### config.mk
export PLATFORM = sky130hd
export DESIGN_NAME = kc_pe_flat
export DESIGN_NICKNAME = d
export VERILOG_FILES = /design/src/source/conv_data_pkg.sv /design/src/source/conv_ctrl_pkg.sv /design/src/source/window_if.sv /design/src/source/kc_pe.sv /design/src/flat_wrapper.sv
export VERILOG_INCLUDE_DIRS = /design/src /design/src/source
export SDC_FILE = /design/constraint.sdc
export NUM_CORES = 2
export LEC_CHECK = 0
export BUFFER_PORTS_ARGS = -buffer_cell sky130_fd_sc_hd__buf_2
export CAP_MARGIN = 20
export CORE_ASPECT_RATIO = 0.7
export CORE_UTILIZATION = 51
export DETAILED_ROUTE_END_ITERATION = 16
export GPL_ROUTABILITY_DRIVEN = 0
export PLACE_DENSITY = 0.73
export RECOVER_POWER = 100
export SLEW_MARGIN = 20
export SYNTH_ARGS = -nofsm -noshare
export SYNTH_HDL_FRONTEND = slang
export SYNTH_SLANG_ARGS = --single-unit
### constraint.sdc
create_clock -name clk -period 7.95 [get_ports clk]
set_input_delay 0.795 -clock clk [delete_from_list [all_inputs] [get_ports clk]]
set_output_delay 0.795 -clock clk [all_outputs]
set_load 0.05 [all_outputs]
### src/source/conv_consts.svh
`ifndef CONV_CONSTS_SVH
`define CONV_CONSTS_SVH

// Element and pixel geometry
`define CONV_BIT_WIDTH   8
`define CONV_NUM_CHANNEL 3
`define CONV_NUM_KERNEL  4
`define CONV_NUM_TAP     3

// Accumulation and line position widths
`define CONV_PSUM_WIDTH  16
`define CONV_POS_WIDTH   8

`endif

### src/source/conv_data_pkg.sv
`default_nettype none
`include "conv_consts.svh"

package conv_data_pkg;

    // One signed activation or weight element
    typedef logic signed [`CONV_BIT_WIDTH-1:0] elem_t;

    // Channel 0 in the lowest bits
    typedef logic [`CONV_NUM_CHANNEL*`CONV_BIT_WIDTH-1:0] pixel_t;

    // Kernel-major, channel 0 lowest inside each kernel
    typedef logic [`CONV_NUM_KERNEL*`CONV_NUM_CHANNEL*`CONV_BIT_WIDTH-1:0] tap_weight_t;

    // Partial sums wrap at this width
    typedef logic signed [`CONV_PSUM_WIDTH-1:0] psum_t;

    // Kernel 0 in the lowest bits
    typedef logic [`CONV_NUM_KERNEL*`CONV_PSUM_WIDTH-1:0] kernel_psums_t;

endpackage

`default_nettype wire

### src/source/conv_ctrl_pkg.sv
`default_nettype none
`include "conv_consts.svh"

package conv_ctrl_pkg;

    // Position inside a line, also used for the line width
    typedef logic [`CONV_POS_WIDTH-1:0] pos_t;

    typedef logic [1:0] tap_idx_t;

    typedef enum logic {
        WEIGHT_LOAD  = 1'b0,
        WEIGHT_READY = 1'b1
    } weight_state_t;

endpackage

`default_nettype wire

### src/source/window_if.sv
`timescale 1ns/1ps
`default_nettype none
`include "conv_consts.svh"

interface window_if;

    // Full three-pixel window present
    logic                                         win_valid;
    // Tap 0 holds the oldest pixel
    conv_data_pkg::pixel_t [`CONV_NUM_TAP-1:0]    win_pixels;
    // Window ends on the last pixel of the line
    logic                                         win_last;
    // Whole pipeline moves this cycle
    logic                                         advance;

    modport producer (
        output win_valid,
        output win_pixels,
        output win_last,
        input  advance
    );

    modport pe (
        input  win_pixels,
        input  advance
    );

    modport sink (
        input  win_valid,
        input  win_last,
        output advance
    );

endinterface

`default_nettype wire

### src/source/kc_pe.sv
`timescale 1ns/1ps
`default_nettype none
`include "conv_consts.svh"

module kc_pe #(
    parameter conv_ctrl_pkg::tap_idx_t TAP = 2'd0
) (
    input  wire                               clk,
    input  wire                               rst,
    input  wire conv_data_pkg::tap_weight_t   i_tap_weights,
    output conv_data_pkg::kernel_psums_t      o_kernel_psums,
    window_if.pe                              win
);

    conv_data_pkg::pixel_t        tap_pixel;
    conv_data_pkg::kernel_psums_t mac_sum;

    assign tap_pixel = win.win_pixels[TAP];

    // Channel MAC for every kernel, products kept at psum width
    always_comb begin
        conv_data_pkg::elem_t pix;
        conv_data_pkg::elem_t wgt;
        conv_data_pkg::psum_t prod;
        conv_data_pkg::psum_t acc;
        mac_sum = '0;
        for (int k = 0; k < `CONV_NUM_KERNEL; k++) begin
            acc = '0;
            for (int c = 0; c < `CONV_NUM_CHANNEL; c++) begin
                pix  = tap_pixel[c*`CONV_BIT_WIDTH +: `CONV_BIT_WIDTH];
                wgt  = i_tap_weights[(k*`CONV_NUM_CHANNEL + c)*`CONV_BIT_WIDTH +: `CONV_BIT_WIDTH];
                prod = pix * wgt;
                acc  = acc + prod;
            end
            mac_sum[k*`CONV_PSUM_WIDTH +: `CONV_PSUM_WIDTH] = acc;
        end
    end

    always_ff @(posedge clk) begin
        if (rst) begin
            o_kernel_psums <= '0;
        end else if (win.advance) begin
            o_kernel_psums <= mac_sum;
        end
    end

endmodule

`default_nettype wire

### src/flat_wrapper.sv
// flat-port wrapper written by rule: the top's interface ports become plain ports
module kc_pe_flat 
#(
    parameter conv_ctrl_pkg::tap_idx_t TAP = 2'd0
)
  (clk, rst, i_tap_weights, o_kernel_psums, win_win_pixels, win_advance);
  window_if win_i ();
  input  wire clk;
  input  wire rst;
  input  wire conv_data_pkg::tap_weight_t i_tap_weights;
  output conv_data_pkg::kernel_psums_t o_kernel_psums;
  input wire logic [$bits(win_i.win_pixels)-1:0] win_win_pixels;
  input wire logic [$bits(win_i.advance)-1:0] win_advance;
  assign win_i.win_pixels = win_win_pixels;
  assign win_i.advance = win_advance;
  kc_pe #(.TAP(TAP)) u_core (.clk(clk), .rst(rst), .i_tap_weights(i_tap_weights), .o_kernel_psums(o_kernel_psums), .win(win_i));
endmodule
# --- After elaboration in Yosys (flattened, before gate mapping) ---
# Cells that the tools add are included.
word_totals:
  ff_bits: 64
  inputBits: 171
  out_inout_bits: 64
  elab_cells: 21
op_classes:
  add_sub_neg: 8
  multipliers: 12
ops:
  columns: ["op", "count"]
  rows:
  - ["8-bit by 8-bit multiplier with 16-bit output", 12]
  - ["16-bit adder", 8]

# --- Logic depth before layout (Yosys ltp) ---
logic_depth:
  word_depth: 3
  ltp_mapped: 24
  mapped_depth_nobuf: 23

# --- Worst setup path after synthesis ---
# OpenSTA, ideal clock, no wires.
synth_timing:
  path_kind: "in2reg"
  startpoint: "input port win_win_pixels[7]"
  endpoint: "register u_core.o_kernel_psums[63]"
  setup_ps: 122
  t_arrival_ps: 6573
  required_ps: 7828
  setup_slack_ps: 1255
  stages: 21
  path_buffers: 1
  cell_sequence: "clkbuf_1 -> and2_1 -> fa_1 -> fa_1 -> inv_1 -> fa_1 -> fa_1 -> inv_1 -> fa_1 -> fa_1 -> inv_1 -> fa_1 -> inv_1 -> ha_1 -> or4_1 -> o21ai_0 -> a31oi_1 -> a21o_1 -> a311oi_2 -> nor4_1 -> a311o_1"
synth_between:
  elab_chain_cells: 3
synth_lines:
  columns: ["item", "line", "rtl"]
  rows:
  - ["start, declared", "flat_wrapper.sv:12", "input wire logic [$bits(win_i.win_pixels)-1:0] win_win_pixels;"]
  - ["8-bit by 8-bit multiplier with 16-bit output", "kc_pe.sv:32", "prod = pix * wgt;"]
  - ["16-bit adder (2 in series)", "kc_pe.sv:33", "acc = acc + prod;"]
  - ["end signal, assigned", "kc_pe.sv:43", "o_kernel_psums <= mac_sum;"]
  - ["end, declared", "kc_pe.sv:11", "output conv_data_pkg::kernel_psums_t o_kernel_psums,"]
# Every way passes these cells.
# A chain may end at the register's enable or synchronous reset.

# --- Final worst setup path ---
layout_timing:
  startpoint: "input port win_win_pixels[16]"
  endpoint: "register u_core.o_kernel_psums[31]"
layout_between:
  elab_chain_cells: 2
layout_lines:
  columns: ["item", "line"]
  rows:
  - ["8-bit by 8-bit multiplier with 16-bit output", "kc_pe.sv:32"]
  - ["16-bit adder", "kc_pe.sv:33"]
# Every way passes these cells.

==> out/metrics.yaml <==
outcome:
  status: "completed"
yosys:
  synth_cell_types: 46
  ys.warnings.count: 0
  synth_edf_count: 0
  syn_nets: 4838
  ys_async_sr_fraction: 0
  yosys_most_used_dff: "dfxtp_1"
  syn_inst: 3523
  syn_avg_cell_area_um2: 9.40
  netlist_area_um2: 33100
  ys_ff_latch: 64
  ys_seq_area_frac: 0.0387
finish:
  regMostFlops: "u_core.o_kernel_psums"
  areaGrowthSynthToFinish_pct: 6.64
  mostFrequentLayoutCells: "1018 x inv_1, 852 x fa_1, 387 x and2_1, 292 x ha_1, 291 x nand2_1"
  fill_cells: 5635
  reg_top3: "u_core.o_kernel_psums x64"
  layout_commonest_cell: "inv_1"
  largest_register_ffs: 64
  final_layout_size_suffix_gt1_frac: 0.0504
  num-nets-final: 4981
timing:
  fin_skew_ns: 0
  fin_crit_sh: 0.906
  relSlewSlack: 0.164
  tns_ns: 0
  worst-slew-pin-transition_ns: 1.25
  rsz0062_at_grt: "false"
  hold_viol: 0
  setup_viol: 0
  slew_violations: 0
  maxClockFrequency_mhz: 139
  fin_crit_ns: 7.20
placed_design:
  hpwl_um: 70700
  numPortBuffers: 186
global_routing:
  grt_pass1_vias: 24871
  grt_max_degree: 58
  overflow: 0
  grt_antenna_before_repair: 12
  track_usage: 0.265
  grt_pass1_wl_um: 136000
worst_hold_path:
  min_path_cells: 2
  worstHoldStart: "u_core.o_kernel_psums[42]"
  whs_endpoint: "u_core.o_kernel_psums[42]"
  hold_path.class: "reg2reg"
critical_path:
  worstReg2RegEnd: "u_core.o_kernel_psums[46]"
  worstPathRequired_ns: 8.18
  crit_arrival_ns: 7.44
  reg2reg_depth: 2
  end_kind: "flop"
  start_kind: "primary input"
  reg2reg_from: "u_core.o_kernel_psums[46]"
  crit_path_max_fanout: 14
  critical_path_class: "in2reg"
  r2r_setup_slack_ns: 7.14
clock_tree:
  cts-root-buf: "clkbuf_16"
  cts_resized: 0
  cts.sinks: 64
  holdBufCountCts: 0
  clock_latency_ns: 0.33
  htree_levels: 3
  cts_tree: "yes"
  clock_path_buffers: 2
  cts_buffers: 9
  path_clk_slew_ns: 0.06
  post_cts_buffers: 0
floorplan:
  fp.dieArea_um2: 66000
  core_area_um2: 63700
  floorplan.initialDensity: 0.520
  fp.dieH_um: 215
  die_x_um: 307
  num_rows: 77
  num_io_pins: 235
drt:
  vias: 22968
  top_layer: "met5"
  drt-met1-wl_um: 34600
  ant_nets: 0
  drt-total-wl_um: 81300
  route.met3.wl_um: 5850
  vias_per_cell: 5.05
  first_pass_iters: 5
  drt_iter0_markers: 1533
  route.detailed.wl_per_inst_um: 17.9
  drc_errors: 0
  wl_met2_um: 39200
flow_run:
  cap_viol_max_count: 0
## layer usage
metal	vias up	global-route usage
met5	-	0
met4	4	0.0530
met3	87	0.0398
met2	744	0.437
met1	11735	0.372
li1	10398	-
## worst max path at each step
stage	startpoint	endpoint	slack (ns)	cells past startpoint
2_1_floorplan	win_win_pixels[7]	u_core.o_kernel_psums[63]	1.25	21
3_3_place_gp	win_win_pixels[15]	u_core.o_kernel_psums[63]	0.57	19
3_5_place_dp	win_win_pixels[15]	u_core.o_kernel_psums[63]	0.53	19
4_1_cts	win_win_pixels[15]	u_core.o_kernel_psums[63]	0.88	19
5_1_grt	win_win_pixels[16]	u_core.o_kernel_psums[47]	0.38	18
6_report	win_win_pixels[16]	u_core.o_kernel_psums[31]	0.75	19
## Yosys cell counts, drive strengths merged, types with 10 or more instances
| cell type | count | area, µm² |
|---|---|---|
| nor2b | 11 | 68.8 |
| o21a | 14 | 105 |
| nand2 | 291 | 1090 |
| clkbuf | 86 | 333 |
| inv | 1019 | 3820 |
| nor2 | 126 | 473 |
| nand2b | 44 | 275 |
| and3 | 15 | 95.1 |
| xnor2 | 97 | 850 |
| nor3 | 12 | 60.1 |
| fa | 852 | 17100 |
| mux2i | 26 | 260 |
| a21oi | 36 | 180 |
| and2 | 392 | 2450 |
| a21o | 10 | 76.3 |
| dfxtp | 64 | 1280 |
| o21ai | 30 | 150 |
| ha | 292 | 3650 |
| a211oi | 20 | 150 |
| xor2 | 10 | 87.6 |
## metrics by stage
step	setup WS, ns	util	hold slack [ns]	cells	area, µm²
after CTS	0.880	0.556	0.464	4540	35400
after global placement	0.575	0.551	0.443	4524	35100
after floorplan	1.25	-	0.686	3523	33100
after global routing	0.377	0.554	0.477	4542	35300
final	0.745	0.554	0.468	4546	35300
after detailed placement	0.531	0.551	0.449	4524	35100
## critical path, cell delays in order
cell and delay, ns:
clkbuf_1 0.89, nand2b_1 0.27, fa_1 0.45, fa_1 0.52
inv_1 0.06, fa_1 0.57, fa_1 0.46, fa_1 0.49
fa_1 0.50, inv_1 0.05, fa_1 0.49, inv_1 0.06
ha_1 0.30, o21ai_0 0.38, a21oi_1 0.12, o31a_1 0.31
a211oi_1 0.28, nor4_1 0.08, a311o_1 0.33
## logic make-up (layout without fill, tap and decap cells)
kind of cell	after synthesis	count (layout)	share of synthesized area
flops	64	64	0.0387
buf+inv	1113	1261	0.127
mux	29	29	0.00888
fa+ha+maj	1144	1144	0.625
compound gates	153	153	0.0313
xor+xnor	107	107	0.0283
other cells	0	6	0
simple gates	913	913	0.140
## final cells by class
class,count,area (µm²),area share
Clock buffer,9,225,0.00638
Multi-Input combinational cell,2346,27600,0.782
Clock inverter,7,77.6,0.00220
Tap cell,869,1090,0.0308
Inverter,1020,3830,0.108
Timing Repair Buffer,225,1170,0.0331
Sequential cell,64,1280,0.0363
Antenna cell,6,15.0,0.000425
Power is left out: the tool's default activity adds up to more than one toggle a clock period on the data nets, which glitch-free logic cannot reach.
