`src/source/conv_consts.svh`:
```
`ifndef CONV_CONSTS_SVH
`define CONV_CONSTS_SVH

// Element and pixel geometry
`define CONV_BIT_WIDTH   8
`define CONV_NUM_CHANNEL 3
`define CONV_NUM_KERNEL  4
`define CONV_NUM_TAP     3

// Accumulation and line position widths
`define CONV_PSUM_WIDTH  16
`define CONV_POS_WIDTH   8

`endif

```
`src/source/conv_data_pkg.sv`:
```
`default_nettype none
`include "conv_consts.svh"

package conv_data_pkg;

    // One signed activation or weight element
    typedef logic signed [`CONV_BIT_WIDTH-1:0] elem_t;

    // Channel 0 in the lowest bits
    typedef logic [`CONV_NUM_CHANNEL*`CONV_BIT_WIDTH-1:0] pixel_t;

    // Kernel-major, channel 0 lowest inside each kernel
    typedef logic [`CONV_NUM_KERNEL*`CONV_NUM_CHANNEL*`CONV_BIT_WIDTH-1:0] tap_weight_t;

    // Partial sums wrap at this width
    typedef logic signed [`CONV_PSUM_WIDTH-1:0] psum_t;

    // Kernel 0 in the lowest bits
    typedef logic [`CONV_NUM_KERNEL*`CONV_PSUM_WIDTH-1:0] kernel_psums_t;

endpackage

`default_nettype wire

```
`src/source/conv_ctrl_pkg.sv`:
```
`default_nettype none
`include "conv_consts.svh"

package conv_ctrl_pkg;

    // Position inside a line, also used for the line width
    typedef logic [`CONV_POS_WIDTH-1:0] pos_t;

    typedef logic [1:0] tap_idx_t;

    typedef enum logic {
        WEIGHT_LOAD  = 1'b0,
        WEIGHT_READY = 1'b1
    } weight_state_t;

endpackage

`default_nettype wire

```
`src/source/window_if.sv`:
```
`timescale 1ns/1ps
`default_nettype none
`include "conv_consts.svh"

interface window_if;

    // Full three-pixel window present
    logic                                         win_valid;
    // Tap 0 holds the oldest pixel
    conv_data_pkg::pixel_t [`CONV_NUM_TAP-1:0]    win_pixels;
    // Window ends on the last pixel of the line
    logic                                         win_last;
    // Whole pipeline moves this cycle
    logic                                         advance;

    modport producer (
        output win_valid,
        output win_pixels,
        output win_last,
        input  advance
    );

    modport pe (
        input  win_pixels,
        input  advance
    );

    modport sink (
        input  win_valid,
        input  win_last,
        output advance
    );

endinterface

`default_nettype wire

```
`src/source/pixel_window.sv`:
```
`timescale 1ns/1ps
`default_nettype none
`include "conv_consts.svh"

module pixel_window (
    input  wire                          clk,
    input  wire                          rst,
    input  wire                          i_pixel_valid,
    input  wire conv_data_pkg::pixel_t   i_pixel_data,
    output logic                         o_pixel_ready,
    input  wire conv_ctrl_pkg::pos_t     i_line_width,
    input  wire                          i_loaded,
    window_if.producer                   win
);

    conv_ctrl_pkg::pos_t pos;
    logic                pixel_take;
    logic                pos_at_end;

    // Ready only once weights are in and the pipeline moves
    assign o_pixel_ready = i_loaded & win.advance;
    assign pixel_take    = i_pixel_valid & o_pixel_ready;
    assign pos_at_end    = (pos == i_line_width - 1'b1);

    ////////////////////
    // Line position
    ////////////////////
    always_ff @(posedge clk) begin
        if (rst) begin
            pos           <= '0;
            win.win_valid <= 1'b0;
            win.win_last  <= 1'b0;
        end else if (pixel_take) begin
            pos           <= pos_at_end ? '0 : pos + 1'b1;
            // Window is full from the third pixel of a line on
            win.win_valid <= (pos >= conv_ctrl_pkg::pos_t'(`CONV_NUM_TAP - 1));
            win.win_last  <= pos_at_end;
        end else if (win.advance) begin
            // No pixel this cycle, send a bubble down
            win.win_valid <= 1'b0;
            win.win_last  <= 1'b0;
        end
    end

    ////////////////////
    // Window shift
    ////////////////////
    // Newest pixel enters at the top tap, oldest drops out of tap 0
    always_ff @(posedge clk) begin
        if (pixel_take) begin
            win.win_pixels <= {i_pixel_data, win.win_pixels[`CONV_NUM_TAP-1:1]};
        end
    end

    pos_in_line: assert property (
        @(posedge clk) disable iff (rst)
        pos < i_line_width
    ) else $error("pixel_window: position %0d outside line width %0d", pos, i_line_width);

endmodule

`default_nettype wire

```
`src/flat_wrapper.sv`:
```
// flat-port wrapper written by rule: the top's interface ports become plain ports
module pixel_window_flat 
  (clk, rst, i_pixel_valid, i_pixel_data, o_pixel_ready, i_line_width, i_loaded, win_win_valid, win_win_pixels, win_win_last, win_advance);
  window_if win_i ();
  input  wire clk;
  input  wire rst;
  input  wire i_pixel_valid;
  input  wire conv_data_pkg::pixel_t i_pixel_data;
  output logic o_pixel_ready;
  input  wire conv_ctrl_pkg::pos_t i_line_width;
  input  wire i_loaded;
  output wire logic [$bits(win_i.win_valid)-1:0] win_win_valid;
  output wire logic [$bits(win_i.win_pixels)-1:0] win_win_pixels;
  output wire logic [$bits(win_i.win_last)-1:0] win_win_last;
  input wire logic [$bits(win_i.advance)-1:0] win_advance;
  assign win_win_valid = win_i.win_valid;
  assign win_win_pixels = win_i.win_pixels;
  assign win_win_last = win_i.win_last;
  assign win_i.advance = win_advance;
  pixel_window u_core (.clk(clk), .rst(rst), .i_pixel_valid(i_pixel_valid), .i_pixel_data(i_pixel_data), .o_pixel_ready(o_pixel_ready), .i_line_width(i_line_width), .i_loaded(i_loaded), .win(win_i));
endmodule
```
`config.mk`:
```
export PLATFORM = sky130hd
export DESIGN_NAME = pixel_window_flat
export DESIGN_NICKNAME = d
export VERILOG_FILES = /design/src/source/conv_data_pkg.sv /design/src/source/conv_ctrl_pkg.sv /design/src/source/window_if.sv /design/src/source/pixel_window.sv /design/src/flat_wrapper.sv
export VERILOG_INCLUDE_DIRS = /design/src /design/src/source
export SDC_FILE = /design/constraint.sdc
export NUM_CORES = 1
export LEC_CHECK = 0
export BUFFER_PORTS_ARGS = -buffer_cell sky130_fd_sc_hd__clkbuf_2
export CELL_PAD_IN_SITES_DETAIL_PLACEMENT = 0
export CELL_PAD_IN_SITES_GLOBAL_PLACEMENT = 1
export CORE_MARGIN = 2
export CORE_UTILIZATION = 41
export CTS_BUF_LIST = sky130_fd_sc_hd__clkbuf_8
export CTS_CLUSTER_DIAMETER = 150
export DETAILED_ROUTE_END_ITERATION = 10
export PLACE_DENSITY = 0.87
export SYNTH_ARGS = -nofsm -noshare
export SYNTH_HDL_FRONTEND = slang
export SYNTH_SLANG_ARGS = --single-unit
```
`constraint.sdc`:
```
create_clock -name clk -period 5 [get_ports clk]
set_clock_uncertainty 0.2 [all_clocks]
set_input_delay 0.5 -clock clk [delete_from_list [all_inputs] [get_ports clk]]
set_output_delay 0.5 -clock clk [all_outputs]
set_load 0.05 [all_outputs]
```
Word-level counts from Yosys, hierarchy flattened. Cells that the tools add are included.

Reduce and logical (&&, ||, !) cells: 1. Equal/unequal tests: 1. Mux-type cells: 4. Add/sub/neg operators: 2. Magnitude comparators: 1. Bitwise operators: 2.

Operators with widths (count): 8-bit by 1-bit adder with 8-bit output (second input constant) (1); 8-bit == test (1); 8-bit by 2-bit >= comparator with 1-bit output (second input constant) (1); 8-bit 2-to-1 mux (1); 8-bit by 1-bit subtractor with 8-bit output (second input constant) (1); 1-bit 2-to-1 mux (3); 1-bit bitwise AND (2); 2-bit nonzero test (1).

Bits of input ports: 37. Output and inout bits: 75. Flip-flop bits (word level): 82.

Depth between registers and ports, before layout.
Word-level depth: 3. Gate-level depth with buffers: 7.

Worst setup path after synthesis. No wires, ideal clock.

Path type: input to register. Start point: input port i_pixel_valid. End point: register u_core.pos[7]. Stages: 5. Required time: 4722 ps. Data arrival time: 3552 ps. Library setup time: 78 ps. Slack: 1169 ps. Cells stage by stage: and3_1 -> clkbuf_1 -> nand4_1 -> xor2_1 -> nor3_1.

Cells in the longest elaborated chain, start to end: 1.

RTL lines: start: declaration (RTL line flat_wrapper.sv:7) `input wire i_pixel_valid;`; 1-bit bitwise AND (RTL line pixel_window.sv:22) `assign pixel_take = i_pixel_valid & o_pixel_ready;`; via u_core.pixel_take (RTL line pixel_window.sv:17) `logic pixel_take;`; end signal: assignment (RTL line pixel_window.sv:34) `pos <= pos_at_end ? '0 : pos + 1'b1;`; end: declaration (RTL line pixel_window.sv:16) `conv_ctrl_pkg::pos_t pos;`.

The timed path passes the listed nets, and every way through them passes these cells. A chain may end at the register's enable or synchronous reset.

Worst setup path in the final report.
Start point: input port i_line_width[2]. End point: register u_core.pos[1].

Cells in the longest elaborated chain, start to end: 3.

RTL lines: start: declaration (RTL line flat_wrapper.sv:10) `input wire conv_ctrl_pkg::pos_t i_line_width;`; 8-bit by 1-bit subtractor with 8-bit output (RTL line pixel_window.sv:23) `assign pos_at_end = (pos == i_line_width - 1'b1);`; 8-bit == test (RTL line pixel_window.sv:23); 8-bit 2-to-1 mux (RTL line pixel_window.sv:34).

No other way between the ends.

==> impl_metrics.toml <==
[run_status]
status = "finished clean"

[critical_path]
r2r_slack_ns = 2.97
endpoint_kind = "flop"
reg2reg_depth = 5
startpoint_type = "input port"
crit_arrival_ns = 2.11
cp_slowest_cell = "or4_4"
cp_top_family = "simple AND/OR/NAND/NOR gates"
worstReg2RegStart = "u_core.pos[3]"
critPathBufInv = 1
cp_max_fo = 8
required_ns = 4.99
crit_chain = "clkbuf_2, or4_4, nor4b_2, o22ai_2, nor4_4, a2111oi_4"
r2r_end = "u_core.pos[1]"
cpPeakStageDelay_ns = 0.56
critPathKind = "input port to flop"

[cells_and_area]
final_cell_mix = "clkbuf_2 (111), edfxtp_1 (72), xor2_1 (10), dfxtp_1 (10)"
diodes = 0
multiInputGateArea_sq_um = 515
finalNonFillerCells = 375
area_growth_pct = 29.8
seqCellArea_sq_mm = 0.00236
fill_cells = 584
final_layout_size_suffix_gt1_share_pct = 47.0
final_common_cell = "clkbuf_2"
layout.nets = 315

[global_route]
grt_usage_pct = 13.3
use_met3_pct = 4.43
overflow = 0
grt_pass1_wl_microns = 7650
grt_max_degree = 83
grt_pass1_vias = 1617
grt_use_met2_pct = 21.1
grt-busiest-layer = "met2"
antenna_found_initial = 0
grt_util_met1_pct = 16.1

[pwr]
p_switching_uw = 303
p_per_area_mw_per_mm2 = 350
ir_drop_mv = 0.172
clockPowerShare_pct = 33.4
power_frac_seq_pct = 58.4
combPwrFrac_pct = 8.2
p_leak_uw = 0.00150
internal_power_uw = 1010
switching_share_pct = 23.0

[sta]
worst_slew_pin_slew_ns = 0.992
fmax_mhz = 471
setup_tns_ns = 0
rsz0062_at_grt = "no"
min_period_over_period_pct = 42.4
post-route-min-period_ns = 2.12
hold_viol = 0
max_slew_margin_pct = 33.8
slew_violations = 0
setup_viol = 0

[logic_synthesis]
synth.avg_cell_area_sq_um = 18.8
ys_ff_latch = 82
syn_area_sq_mm = 0.00290
synth_top_area_share_pct = 74.6
syn-num-nets = 194
synth.yosys.seq_area_share_pct = 81.5
synth_cell_type_count = 28
synthTopCellsByArea = "edfxtp_1 (75%), dfxtp_1 (6.9%), xor2_1 (3.0%)"
ys_warn_count = 0
yosysTopAreaCell = "edfxtp_1"
synthCells = 154

[drt]
drt-pass1-iter-count = 4
via_count = 1731
antenna_left = 0
vias_per_cell = 4.62
drc = 0
wl_per_cell_microns = 13.9
drt_iter0_markers = 59
drt_wl_total_microns = 5230

[clocking]
post_cts_resized = 0
cts_root_buf = "clkbuf_8"
postCtsSetupBuffers = 0
cts_buffer_depth = 2
worstSkewPairLatency_ns = 0.34
cts_tree = "yes"
clk_pin_slew_worst_paths_ns = 0.08
postCtsHoldBufs = 0
numClockSinks = 82
cts_buffers = 9
cts_max_level = 3

[place]
gp_congestion = 0.844
portBuffers = 111
hpwl_microns = 3760
dp_cells = 360

[worst_hold_path]
holdPathEnd = "u_core.win.win_pixels[57]"
hold_path_startpoint = "i_pixel_data[9]"
hold_depth = 1
hold_path_class = "input port to flop"

[floorplanning]
initial_utilization_pct = 42.4
die_y_microns = 88.1
rows = 30
core-area_sq_mm = 0.00683
die_area_sq_mm = 0.00776
fp.dieW_microns = 88.1
io_pins = 112

[job]
max_cap_violations = 0
-- cell usage after synthesis --
cell / instances
edfxtp_1: 72
dfxtp_1: 10
xor2_1: 10
nor3_1: 9
nand4_1: 7
xnor2_1: 7
inv_1: 5
nor2_1: 5
and3_1: 4
ha_1: 3
a21oi_1: 2
clkbuf_1: 2
nand2b_1: 2
or4_1: 2
a2111oi_4: 1
a211oi_1: 1
and2_1: 1
and3b_1: 1
nand2_1: 1
nor4_4: 1
nor4b_2: 1
o21ai_0: 1
o22ai_2: 1
o31a_1: 1
o32ai_1: 1
o41a_1: 1
or3_1: 1
or4_4: 1
-- worst register-to-register path, delay by kind of cell, from the launching register on --
family                    cells  cell delay (ns)
and+or+nand+nor               2             0.78
DFF                           1             0.46
xor gates and xnor gates      2             0.34
AOI/OAI and AO/OA             1             0.10
-- final cells by class --
class,instances,area share (%)
Multi-Input combinational cell,65,13.7
Inverter,5,0.499
Clock inverter,6,1.56
Sequential cell,82,62.8
Tap cell,96,3.19
Clock buffer,9,3.29
Timing Repair Buffer,112,15.0
-- worst max path at each step --
stage | cells after the start | end | slack [ns] | startpoint
2_1_floorplan | 5 | u_core.pos[7] | 1.17 | i_pixel_valid
3_3_place_gp | 6 | u_core.pos[1] | 2.57 | i_line_width[2]
3_5_place_dp | 6 | u_core.pos[1] | 2.51 | i_line_width[2]
4_1_cts | 6 | u_core.pos[1] | 2.89 | i_line_width[2]
5_1_grt | 6 | u_core.pos[5] | 2.71 | win_advance
6_report | 6 | u_core.pos[1] | 2.88 | i_line_width[2]
-- registers in the layout (all words and copies together) (netlist names) --
| name | cells |
|---|---|
| u_core.win.win_pixels | 72 |
| u_core.pos | 8 |
| u_core.win.win_last | 1 |
| u_core.win.win_valid | 1 |
-- stage by stage --
| step | hold WS [ns] | power (uW) | worst slack, ns | util, % | instance area, sq um |
|---|---|---|---|---|---|
| 5_1_grt | 0.111 | 1360 | 2.71 | 55.1 | 3760 |
| 6_report | 0.128 | 1320 | 2.88 | 55.1 | 3760 |
| 4_1_cts | 0.112 | 1330 | 2.89 | 55.1 | 3760 |
| 2_1_floorplan | 0.349 | 857 | 1.17 | - | 2900 |
| 3_5_place_dp | 0.233 | 892 | 2.51 | 52.4 | 3580 |
| 3_3_place_gp | 0.230 | 890 | 2.57 | 52.4 | 3580 |
-- power groups by stage --
stage / Combinational (uW) / Clock [uW] / Sequential (uW)
floorplan: 26.8 / 0 / 830
global placement: 107 / 0 / 783
detailed placement: 108 / 0 / 784
CTS: 109 / 452 / 768
global route: 115 / 479 / 770
finish: 108 / 440 / 768
-- cell families (layout without fill, tap and decap cells) --
kind of cell / Yosys count / count (layout) / share of synthesized area [%]
DFF: 82 / 82 / 81.5
and+or+nand+nor: 36 / 36 / 8.03
adders and majority gates: 3 / 3 / 1.29
AOI/OAI and AO/OA: 9 / 9 / 3.15
xor gates and xnor gates: 17 / 17 / 5.14
buffers and inverters: 7 / 132 / 0.907
-- per-layer routing --
metal  vias to the layer above  routed length, microns
met5                         -                       0
met4                         0                     105
met3                         9                     369
met2                        68                    2620
met1                       817                    2130
li1                        837                       -
Note: power is estimated with default switching activity, not from simulation.
