[config.mk]
export PLATFORM = sky130hd
export DESIGN_NAME = weight_store
export DESIGN_NICKNAME = d
export VERILOG_FILES = /design/src/source/conv_data_pkg.sv /design/src/source/conv_ctrl_pkg.sv /design/src/source/weight_store.sv
export VERILOG_INCLUDE_DIRS = /design/src /design/src/source
export SDC_FILE = /design/constraint.sdc
export NUM_CORES = 1
export LEC_CHECK = 0
export BUFFER_PORTS_ARGS = -buffer_cell sky130_fd_sc_hd__clkbuf_2
export CORE_AREA = 2 2 150 152
export DETAILED_ROUTE_END_ITERATION = 16
export DIE_AREA = 0 0 152 154
export PLACE_DENSITY_LB_ADDON = 0.2
export SLEW_MARGIN = 20
export SYNTH_ARGS = -nofsm -noshare
export SYNTH_HDL_FRONTEND = slang
export SYNTH_SLANG_ARGS = --single-unit
[constraint.sdc]
create_clock -name clk -period 10.92 [get_ports clk]
set_clock_uncertainty 0.15 [all_clocks]
set_input_delay 2.184 -clock clk [delete_from_list [all_inputs] [get_ports clk]]
set_output_delay 2.184 -clock clk [all_outputs]
set_load 0.1 [all_outputs]
[src/source/conv_consts.svh]
`ifndef CONV_CONSTS_SVH
`define CONV_CONSTS_SVH

// Element and pixel geometry
`define CONV_BIT_WIDTH   8
`define CONV_NUM_CHANNEL 3
`define CONV_NUM_KERNEL  4
`define CONV_NUM_TAP     3

// Accumulation and line position widths
`define CONV_PSUM_WIDTH  16
`define CONV_POS_WIDTH   8

`endif

[src/source/conv_data_pkg.sv]
`default_nettype none
`include "conv_consts.svh"

package conv_data_pkg;

    // One signed activation or weight element
    typedef logic signed [`CONV_BIT_WIDTH-1:0] elem_t;

    // Channel 0 in the lowest bits
    typedef logic [`CONV_NUM_CHANNEL*`CONV_BIT_WIDTH-1:0] pixel_t;

    // Kernel-major, channel 0 lowest inside each kernel
    typedef logic [`CONV_NUM_KERNEL*`CONV_NUM_CHANNEL*`CONV_BIT_WIDTH-1:0] tap_weight_t;

    // Partial sums wrap at this width
    typedef logic signed [`CONV_PSUM_WIDTH-1:0] psum_t;

    // Kernel 0 in the lowest bits
    typedef logic [`CONV_NUM_KERNEL*`CONV_PSUM_WIDTH-1:0] kernel_psums_t;

endpackage

`default_nettype wire

[src/source/conv_ctrl_pkg.sv]
`default_nettype none
`include "conv_consts.svh"

package conv_ctrl_pkg;

    // Position inside a line, also used for the line width
    typedef logic [`CONV_POS_WIDTH-1:0] pos_t;

    typedef logic [1:0] tap_idx_t;

    typedef enum logic {
        WEIGHT_LOAD  = 1'b0,
        WEIGHT_READY = 1'b1
    } weight_state_t;

endpackage

`default_nettype wire

[src/source/weight_store.sv]
`timescale 1ns/1ps
`default_nettype none
`include "conv_consts.svh"

module weight_store (
    input  wire                                            clk,
    input  wire                                            rst,
    input  wire                                            i_weight_valid,
    input  wire conv_data_pkg::tap_weight_t                i_weight_data,
    output logic                                           o_weight_ready,
    output conv_data_pkg::tap_weight_t [`CONV_NUM_TAP-1:0] o_tap_weights,
    output logic                                           o_loaded
);

    conv_ctrl_pkg::weight_state_t state;
    conv_ctrl_pkg::tap_idx_t      tap_idx;
    logic                         weight_take;

    assign o_weight_ready = (state == conv_ctrl_pkg::WEIGHT_LOAD);
    assign o_loaded       = (state == conv_ctrl_pkg::WEIGHT_READY);
    assign weight_take    = i_weight_valid & o_weight_ready;

    ////////////////////
    // Load sequencing
    ////////////////////
    always_ff @(posedge clk) begin
        if (rst) begin
            state   <= conv_ctrl_pkg::WEIGHT_LOAD;
            tap_idx <= '0;
        end else if (weight_take) begin
            if (tap_idx == conv_ctrl_pkg::tap_idx_t'(`CONV_NUM_TAP - 1)) begin
                // Last tap in, weights stay until the next reset
                state   <= conv_ctrl_pkg::WEIGHT_READY;
                tap_idx <= '0;
            end else begin
                tap_idx <= tap_idx + 1'b1;
            end
        end
    end

    // Taps arrive in order, the counter picks the slot
    always_ff @(posedge clk) begin
        if (weight_take) begin
            o_tap_weights[tap_idx] <= i_weight_data;
        end
    end

    tap_idx_range: assert property (
        @(posedge clk) disable iff (rst)
        tap_idx <= conv_ctrl_pkg::tap_idx_t'(`CONV_NUM_TAP - 1)
    ) else $error("weight_store: tap counter at %0d", tap_idx);

endmodule

`default_nettype wire

Word-level counts from Yosys, hierarchy flattened
Cells that the tools add are included.

word-level totals
  register bits = 291
  latch bits = 0
  bits in writable memories = 0
  ROM bits = 0
  input port bits = 99
  output and inout bits = 290
  logic and storage cells = 17
  memories kept = 0

cells by class
  add/sub/neg operators = 1
  multiply operators = 0
  divide/modulo/power cells = 0
  order comparisons = 2
  equal/unequal tests = 1
  shifts and indexed selects = 0
  muxes and demuxes = 4
  bitwise operators = 2
  reduce and logical (&&, ||, !) cells = 2

operators by type and width
  operator             count
  $bwmux 288           1
  $demux 96 s2         1
  $mux 96              1
  $lt 2x3->1 const B   1
  $add 2x1->2 const B  1
  $eq 2x2->1 const B   1
  $ge 2x1->1 const B   1
  $mux 2               1
  $reduce_and 2->1     1
  $and 1x1->1          1
  $logic_and 1x1->1    1
  $not 1->1            1

Depth between registers and ports, before layout
Gate-level depths: netlist of run 1.

  depth in word-level cells = 5
  mapped depth = 3
  depth with buffers taken out = 3

Worst setup path after synthesis of run 1
Ideal clock, no wire load.

  kind = input -> register
  start point = input port i_weight_valid
  end point = register o_tap_weights[192] (netlist name) (enable)
  library setup time = 0.688 ns
  arrival time = 9.243 ns
  data required time = 10.082 ns
  setup slack = 0.839 ns
  cell stages on the path = 2
  buffers on the path = 0
  cell sequence = nand2b_1 nor3b_1

on the way
  cells in the longest elaborated chain, start to end = 1

RTL lines
  item                           line                RTL
  start, declared                weight_store.sv:8   input wire i_weight_valid,
  $and 1x1->1                    weight_store.sv:21  assign weight_take = i_weight_valid & o_weight_ready;
  end signal, assigned by index  weight_store.sv:44  o_tap_weights[tap_idx] <= i_weight_data;
  end, declared                  weight_store.sv:11  output conv_data_pkg::tap_weight_t [`CONV_NUM_TAP-1:0] o_tap_weights,

No other way between the ends.
A chain may end at the register's enable or synchronous reset.

Final worst setup path of run 1
  start point = input port i_weight_valid
  end point = register o_tap_weights[44] (netlist name) (enable)

Same word-level chain as after synthesis.

==> flow_summary.ini, run 1 <==
[place]
place.gp.congestion = 0.7975
dp_hpwl_um = 14220
port_buffers = 388
dp_cells = 975

[floorplan]
ioPinCount = 389
die_w_um = 152
start_util_pct = 40.54
core_area_mm2 = 0.02169
die_h_um = 154
row_count = 54
dieArea_mm2 = 0.02341

[min_path]
holdPathEnd = o_loaded
hold_path.startpoint = tap_idx[1]
hold_class = flip-flop to flip-flop
whs_path_depth = 2

[status]
status = finished, final reports clean

[sta]
relSlewSlack_pct = 45.60
tns_ns = 0
max_freq_mhz = 234.2
hold_viol_final = 0
period_needed_ns = 4.270
maxSlewViolCount = 0
setup_viol = 0
rsz0062_at_grt = false
tightest_slew_ns = 0.8125
timing.final.crit_share_pct = 39.11

[drt]
m1WireLength_um = 6705
highest_layer = met5
wl_met2_um = 10390
wl_um = 20130
wl_per_cell_um = 19.64
via_per_inst = 4.563
first_pass_iters = 4
drt_iter0_drc = 213
routed-via-count = 4677
ant_nets = 0
route.met3.wl_um = 2439
drc = 0

[global_routing]
grt_pass1_vias = 4961
grt_max_degree = 78
track_usage_pct = 16.40
antenna_found_initial = 2
grt_pass1_wl_um = 29300
overflow = 0

[power_and_ir_drop]
seqPwrFrac_pct = 49.1
intPower_uw = 1881
combPwrFrac_pct = 15.6
p_sw_uw = 770.3
swShare_pct = 29.05
p_leak_uw = 0.004796
power_density_mw_per_mm2 = 220.4
p_clk_share_pct = 35.3
ir_drop_v = 0.0001544

[worst_setup_path]
timing.rr.start = tap_idx[1]
critPathMaxStageDelay_ns = 0.68
cp-end-kind = flip-flop
crit_required_ns = 10.93
rr_worst_depth = 3
start_kind = input port
path_max_fanout = 57
r2r_end = o_tap_weights[44]
path_delay_family = buffers and inverters
cpMostUsedCell = buf_4
rrSetupSlack_ns = 7.98
worstSetupPathType = input port to flip-flop
slowest_stage = nor4b_4
worst_ep_arrival_time_ns = 4.28
path_depth = 4
path_cells = clkbuf_2 -> nor4b_4 -> buf_4 -> buf_4
crit_buf_inv = 3

[logic_synthesis]
synthesis.nets = 401
yosysWarnings = 0
synth.lib_cells_used.distinct = 10
syn_inst = 302
synth_top_cells_by_area = edfxtp_1 98%, dfxtp_1 0.68%, nor4b_4 0.27%
ys_ff_latch = 291
avgSynthCellArea_um2 = 29.11
yosysSeqAreaShare_pct = 99.05
post-synth-top-area-fraction_pct = 98.36
synth_area_leader_cell = edfxtp_1
syn_area_mm2 = 0.008792

[final_layout]
layout_common_cells = 388 x clkbuf_2, 288 x edfxtp_1, 29 x clkbuf_16, 6 x clkinv_2
final_common_cell = clkbuf_2
final_nets = 824
finalNonFillerCells = 1025
n_antenna_cell = 0
synthToLayoutAreaGrowth_pct = 36.87
drive_above_1_share_pct = 58.52
fill_cells = 1710

[clock_network]
htreeDepth = 1
cts_setup_buffers = 0
clkLatencyLatePin_ns = 0.53
postCtsHoldBufs = 0
clock_sinks = 291
clkTransAtPathRegs_ns = 0.06
postCtsResizedCells = 0
max-clock-path-buffers = 3
cts_buffers = 28
cts-root-buf = clkbuf_16
cts_tree = done

[job]
timing.max_cap.violations = 0
[cells by family (layout without fill, tap and decap cells)]
logic type	Yosys count	after routing	share of synthesized area, %
DFF	291	291	99.05
and+or+nand+nor	7	7	0.7401
AOI/OAI and AO/OA	3	3	0.1707
buffers and inverters	1	444	0.04265
[through the flow]
stage	util (%)	cell area [um2]	worst slack, ns	power [uW]	hold slack, ns
2_1_floorplan	-	8792	0.8387	1664	0.3692
3_3_place_gp	51.32	11130	6.132	1738	0.4072
3_5_place_dp	51.32	11130	6.013	1742	0.4122
4_1_cts	55.47	12030	6.595	2679	0.4255
5_1_grt	55.49	12030	6.431	2732	0.4616
6_report	55.49	12030	6.650	2652	0.4231
[power by group through the flow]
| stage | logic (uW) | clock network (uW) | registers, uW |
|---|---|---|---|
| 2_1_floorplan | 20.2 | 0 | 1640 |
| 3_3_place_gp | 414 | 0 | 1320 |
| 3_5_place_dp | 417 | 0 | 1320 |
| 4_1_cts | 417 | 960 | 1300 |
| 5_1_grt | 424 | 1000 | 1300 |
| 6_report | 414 | 937 | 1300 |
[cell type report]
type	instances	area, um2	area share (%)
clock buffer	34	744.5	6.186
clock inverter	16	155.1	1.289
inverter	1	3.754	0.03119
multi-input combinational	10	88.84	0.7382
sequential	291	8708	72.36
tap	280	350.3	2.911
timing repair buffer	393	1983	16.48
[sequential cells by signal, summed over array words and instances, names as in the netlist]
signal         count
o_loaded           1
o_tap_weights    288
tap_idx            2
[worst reg2reg max path: stages (launching register included)]
cell	delay (ns)
dfxtp_1	0.36
nor4b_4	0.77
buf_4	0.51
buf_4	0.70
[synth_stat cells (all sizes together)]
| library cell | count |
|---|---|
| edfxtp | 288 |
| dfxtp | 3 |
| nand3b | 1 |
| nor4b | 1 |
| nand2b | 1 |
| a21oi | 3 |
| inv | 1 |
| and4bb | 1 |
| nor2 | 2 |
| nor3b | 1 |
[worst max path at each step]
stage	slack, ns	startpoint	to
after detailed placement	6.01	i_weight_valid	o_tap_weights[30]
after global placement	6.13	i_weight_valid	o_tap_weights[61]
after floorplan	0.84	i_weight_valid	o_tap_weights[192]
after global routing	6.43	i_weight_valid	o_tap_weights[61]
after CTS	6.59	i_weight_valid	o_tap_weights[30]
final	6.65	i_weight_valid	o_tap_weights[44]
[per-layer routing]
layer | global-route usage [%] | up-vias
met5 | 0 | -
met4 | 5.385 | 4
met3 | 7.694 | 40
met2 | 29.21 | 295
met1 | 17.13 | 2257
li1 | - | 2081
No activity file was read; power rests on OpenSTA's default activity.
==> inputs of run 2 (changes only) <==
- ABC_AREA: unset -> 1
- CORE_AREA: 2 2 150 152 -> 2 2 153 155
- DIE_AREA: 0 0 152 154 -> 0 0 155 157
- clock period: 10.92 -> 3.45 ns (I/O delays scaled with it)
==> run 2 against run 1 <==
Worst setup slack worse by 5.5 ns. Count of clock-buffer cells in the layout down 2. First-iteration DRC count increased by 12%. Register-to-register slack worse by 6.6 ns. Final cell count up 1.2%. Sequential power rose to 3.2 times the previous value. Utilization fell by 2.1 points. Power increased to 3.1 times the previous value. Largest power group unchanged. Highest routed layer is now met4.
==> flow_summary.ini, run 2 <==
[drt]
via_per_inst = 4.551
wl_per_cell_um = 19.31
wl_um = 20030
drt_iter0_drc = 238
first_pass_iters = 4
drc = 0
routed-via-count = 4719
ant_nets = 0

[logic_synthesis]
yosys.area_share.simple_pct = 0.5405
syn_inst = 311
synth-compound-area-share_pct = 0.1707
yosysSeqAreaShare_pct = 98.99
yosysMostFrequentCell = edfxtp_1
ys_top_cells_by_count = 288 x edfxtp_1, 6 x inv_1, 5 x nand2_1
post-synth-top-area-fraction_pct = 98.31
synth_top_cells_by_area = edfxtp_1 98%, dfxtp_1 0.68%, inv_1 0.26%
synth_edf_count = 288
syn_area_mm2 = 0.008797
synth-xor-area-share_pct = 0
synth-adder-area-share_pct = 0
muxShareOfSynthArea_pct = 0
async_flop_share_pct = 0
ys_ff_latch = 291
yosysWarnings = 0
synth_top_family_by_area = simple AND/OR/NAND/NOR gates
synth_ff_type = edfxtp_1
synth_area_leader_cell = edfxtp_1
synthesis.nets = 410
synth.lib_cells_used.distinct = 9
avgSynthCellArea_um2 = 28.29

[worst_setup_path]
timing.rr.start = o_loaded
rr_worst_depth = 4
worstSetupPathType = flip-flop to output port
crit_buf_inv = 1
critPathMaxStageDelay_ns = 0.51
path_cells = clkbuf_2
rrSetupSlack_ns = 1.41
slowest_stage = clkbuf_2
r2r_end = o_tap_weights[254]
cp-end-kind = output port
worst_ep_arrival_time_ns = 1.46
start_kind = flip-flop
path_max_fanout = 3
path_delay_family = buffers and inverters
crit_required_ns = 2.61

[final_layout]
synthToLayoutAreaGrowth_pct = 36.52
n_antenna_cell = 0
top_register = o_tap_weights
design_area_mm2 = 0.01201
layout_common_cells = 388 x clkbuf_2, 288 x edfxtp_1, 29 x clkbuf_16, 9 x clkinv_1, 7 x clkinv_2
largest_reg_flops = 288
final_nets = 832
fill_cells = 1821
final_common_cell = clkbuf_2
finalNonFillerCells = 1037
drive_above_1_share_pct = 57.85

[clock_network]
postCtsHoldBufs = 0
clock_sinks = 291
cts_tree = done
max-clock-path-buffers = 3
clkLatencyLatePin_ns = 0.53
htreeDepth = 1
cts_buffers = 28
cts_setup_buffers = 0
cts-root-buf = clkbuf_16
clkTransAtPathRegs_ns = 0.06
postCtsResizedCells = 0

[global_routing]
grt_max_degree = 97
grt_pass1_wl_um = 29040
track_usage_pct = 15.81
grt_pass1_vias = 4982
antenna_found_initial = 1
overflow = 0

[sta]
setup_viol = 0
timing.final.crit_share_pct = 66.59
max_freq_mhz = 435.3
tightest_slew_ns = 0.5936
hold_viol_final = 0
setup_ws_ns = 1.153
tns_ns = 0
maxSlewViolCount = 0
rsz0062_at_grt = false
relSlewSlack_pct = 60.43
period_needed_ns = 2.297

[power_and_ir_drop]
ir_drop_v = 0.0004968
power_density_mw_per_mm2 = 682.1
p_leak_uw = 0.004781
fin_total_pwr_uw = 8192

[place]
place.gp.congestion = 0.7382
placed_area_mm2 = 0.01117
port_buffers = 388
dp_slack_ns = 0.9498
dp_hpwl_um = 13900
dp_cells = 988

[min_path]
holdPathEnd = tap_idx[0]
hold_path.startpoint = rst
whs_path_depth = 2
hold_class = input port to flip-flop

[job]
timing.max_cap.violations = 0

[floorplan]
row_count = 55
die_w_um = 155
die_h_um = 157
ioPinCount = 389
core_area_mm2 = 0.02250
start_util_pct = 39.09
dieArea_mm2 = 0.02434

[status]
status = finished, final reports clean
run 2: cell count changes in the layout (fill, tap and decap cells not counted), sizes merged, moves of 2 or more:
cell | previous run | this run
inv | 2 | 4
nor2 | 2 | 4
clkinvlp | 1 | 3
bufinv | 3 | 1
clkbuf | 422 | 420
nand2 | 0 | 6
clkinv | 11 | 16
run 2: layout make-up:
class	count	area, um2	area share [%]
inverter	7	37.54	0.3125
tap	285	356.6	2.969
sequential	291	8708	72.51
clock buffer	32	737.0	6.136
clock inverter	17	98.84	0.8230
timing repair buffer	392	2009	16.73
multi-input combinational	13	62.56	0.5209
run 2: logic make-up after synthesis:
kind of cell | after synthesis
AO/OA/AOI/OAI | 3
flip-flops | 291
AND/OR/NAND/NOR | 10
buffers and inverters | 7
run 2: worst max path at each step:
stage / cells past startpoint / startpoint / to
after detailed placement: 6 / i_weight_valid / o_tap_weights[243]
after global placement: 6 / i_weight_valid / o_tap_weights[254]
after CTS: 1 / o_loaded / o_loaded
final: 1 / o_loaded / o_loaded
after global routing: 1 / o_loaded / o_loaded
after floorplan: 3 / o_loaded / o_tap_weights[0]
run 2: metal layers:
metal	share of wire (%)	GRT usage [%]
met1	36	17.46
met2	50	27.47
met3	11	6.002
met4	3.5	6.746
met5	0	0
run 2: metrics by stage:
stage               utilization (%)  hold slack [ns]
floorplan                         -           0.3137
global placement              49.66           0.3234
detailed placement            49.66           0.3441
CTS                           53.37           0.1741
global route                  53.37           0.1783
finish                        53.37           0.1992
run 2: power by group:
part           switching, uW  leakage (uW)  internal, uW
clock network           1190      0.000417          1590
registers               41.5       0.00269          4070
logic                   1170       0.00168           132
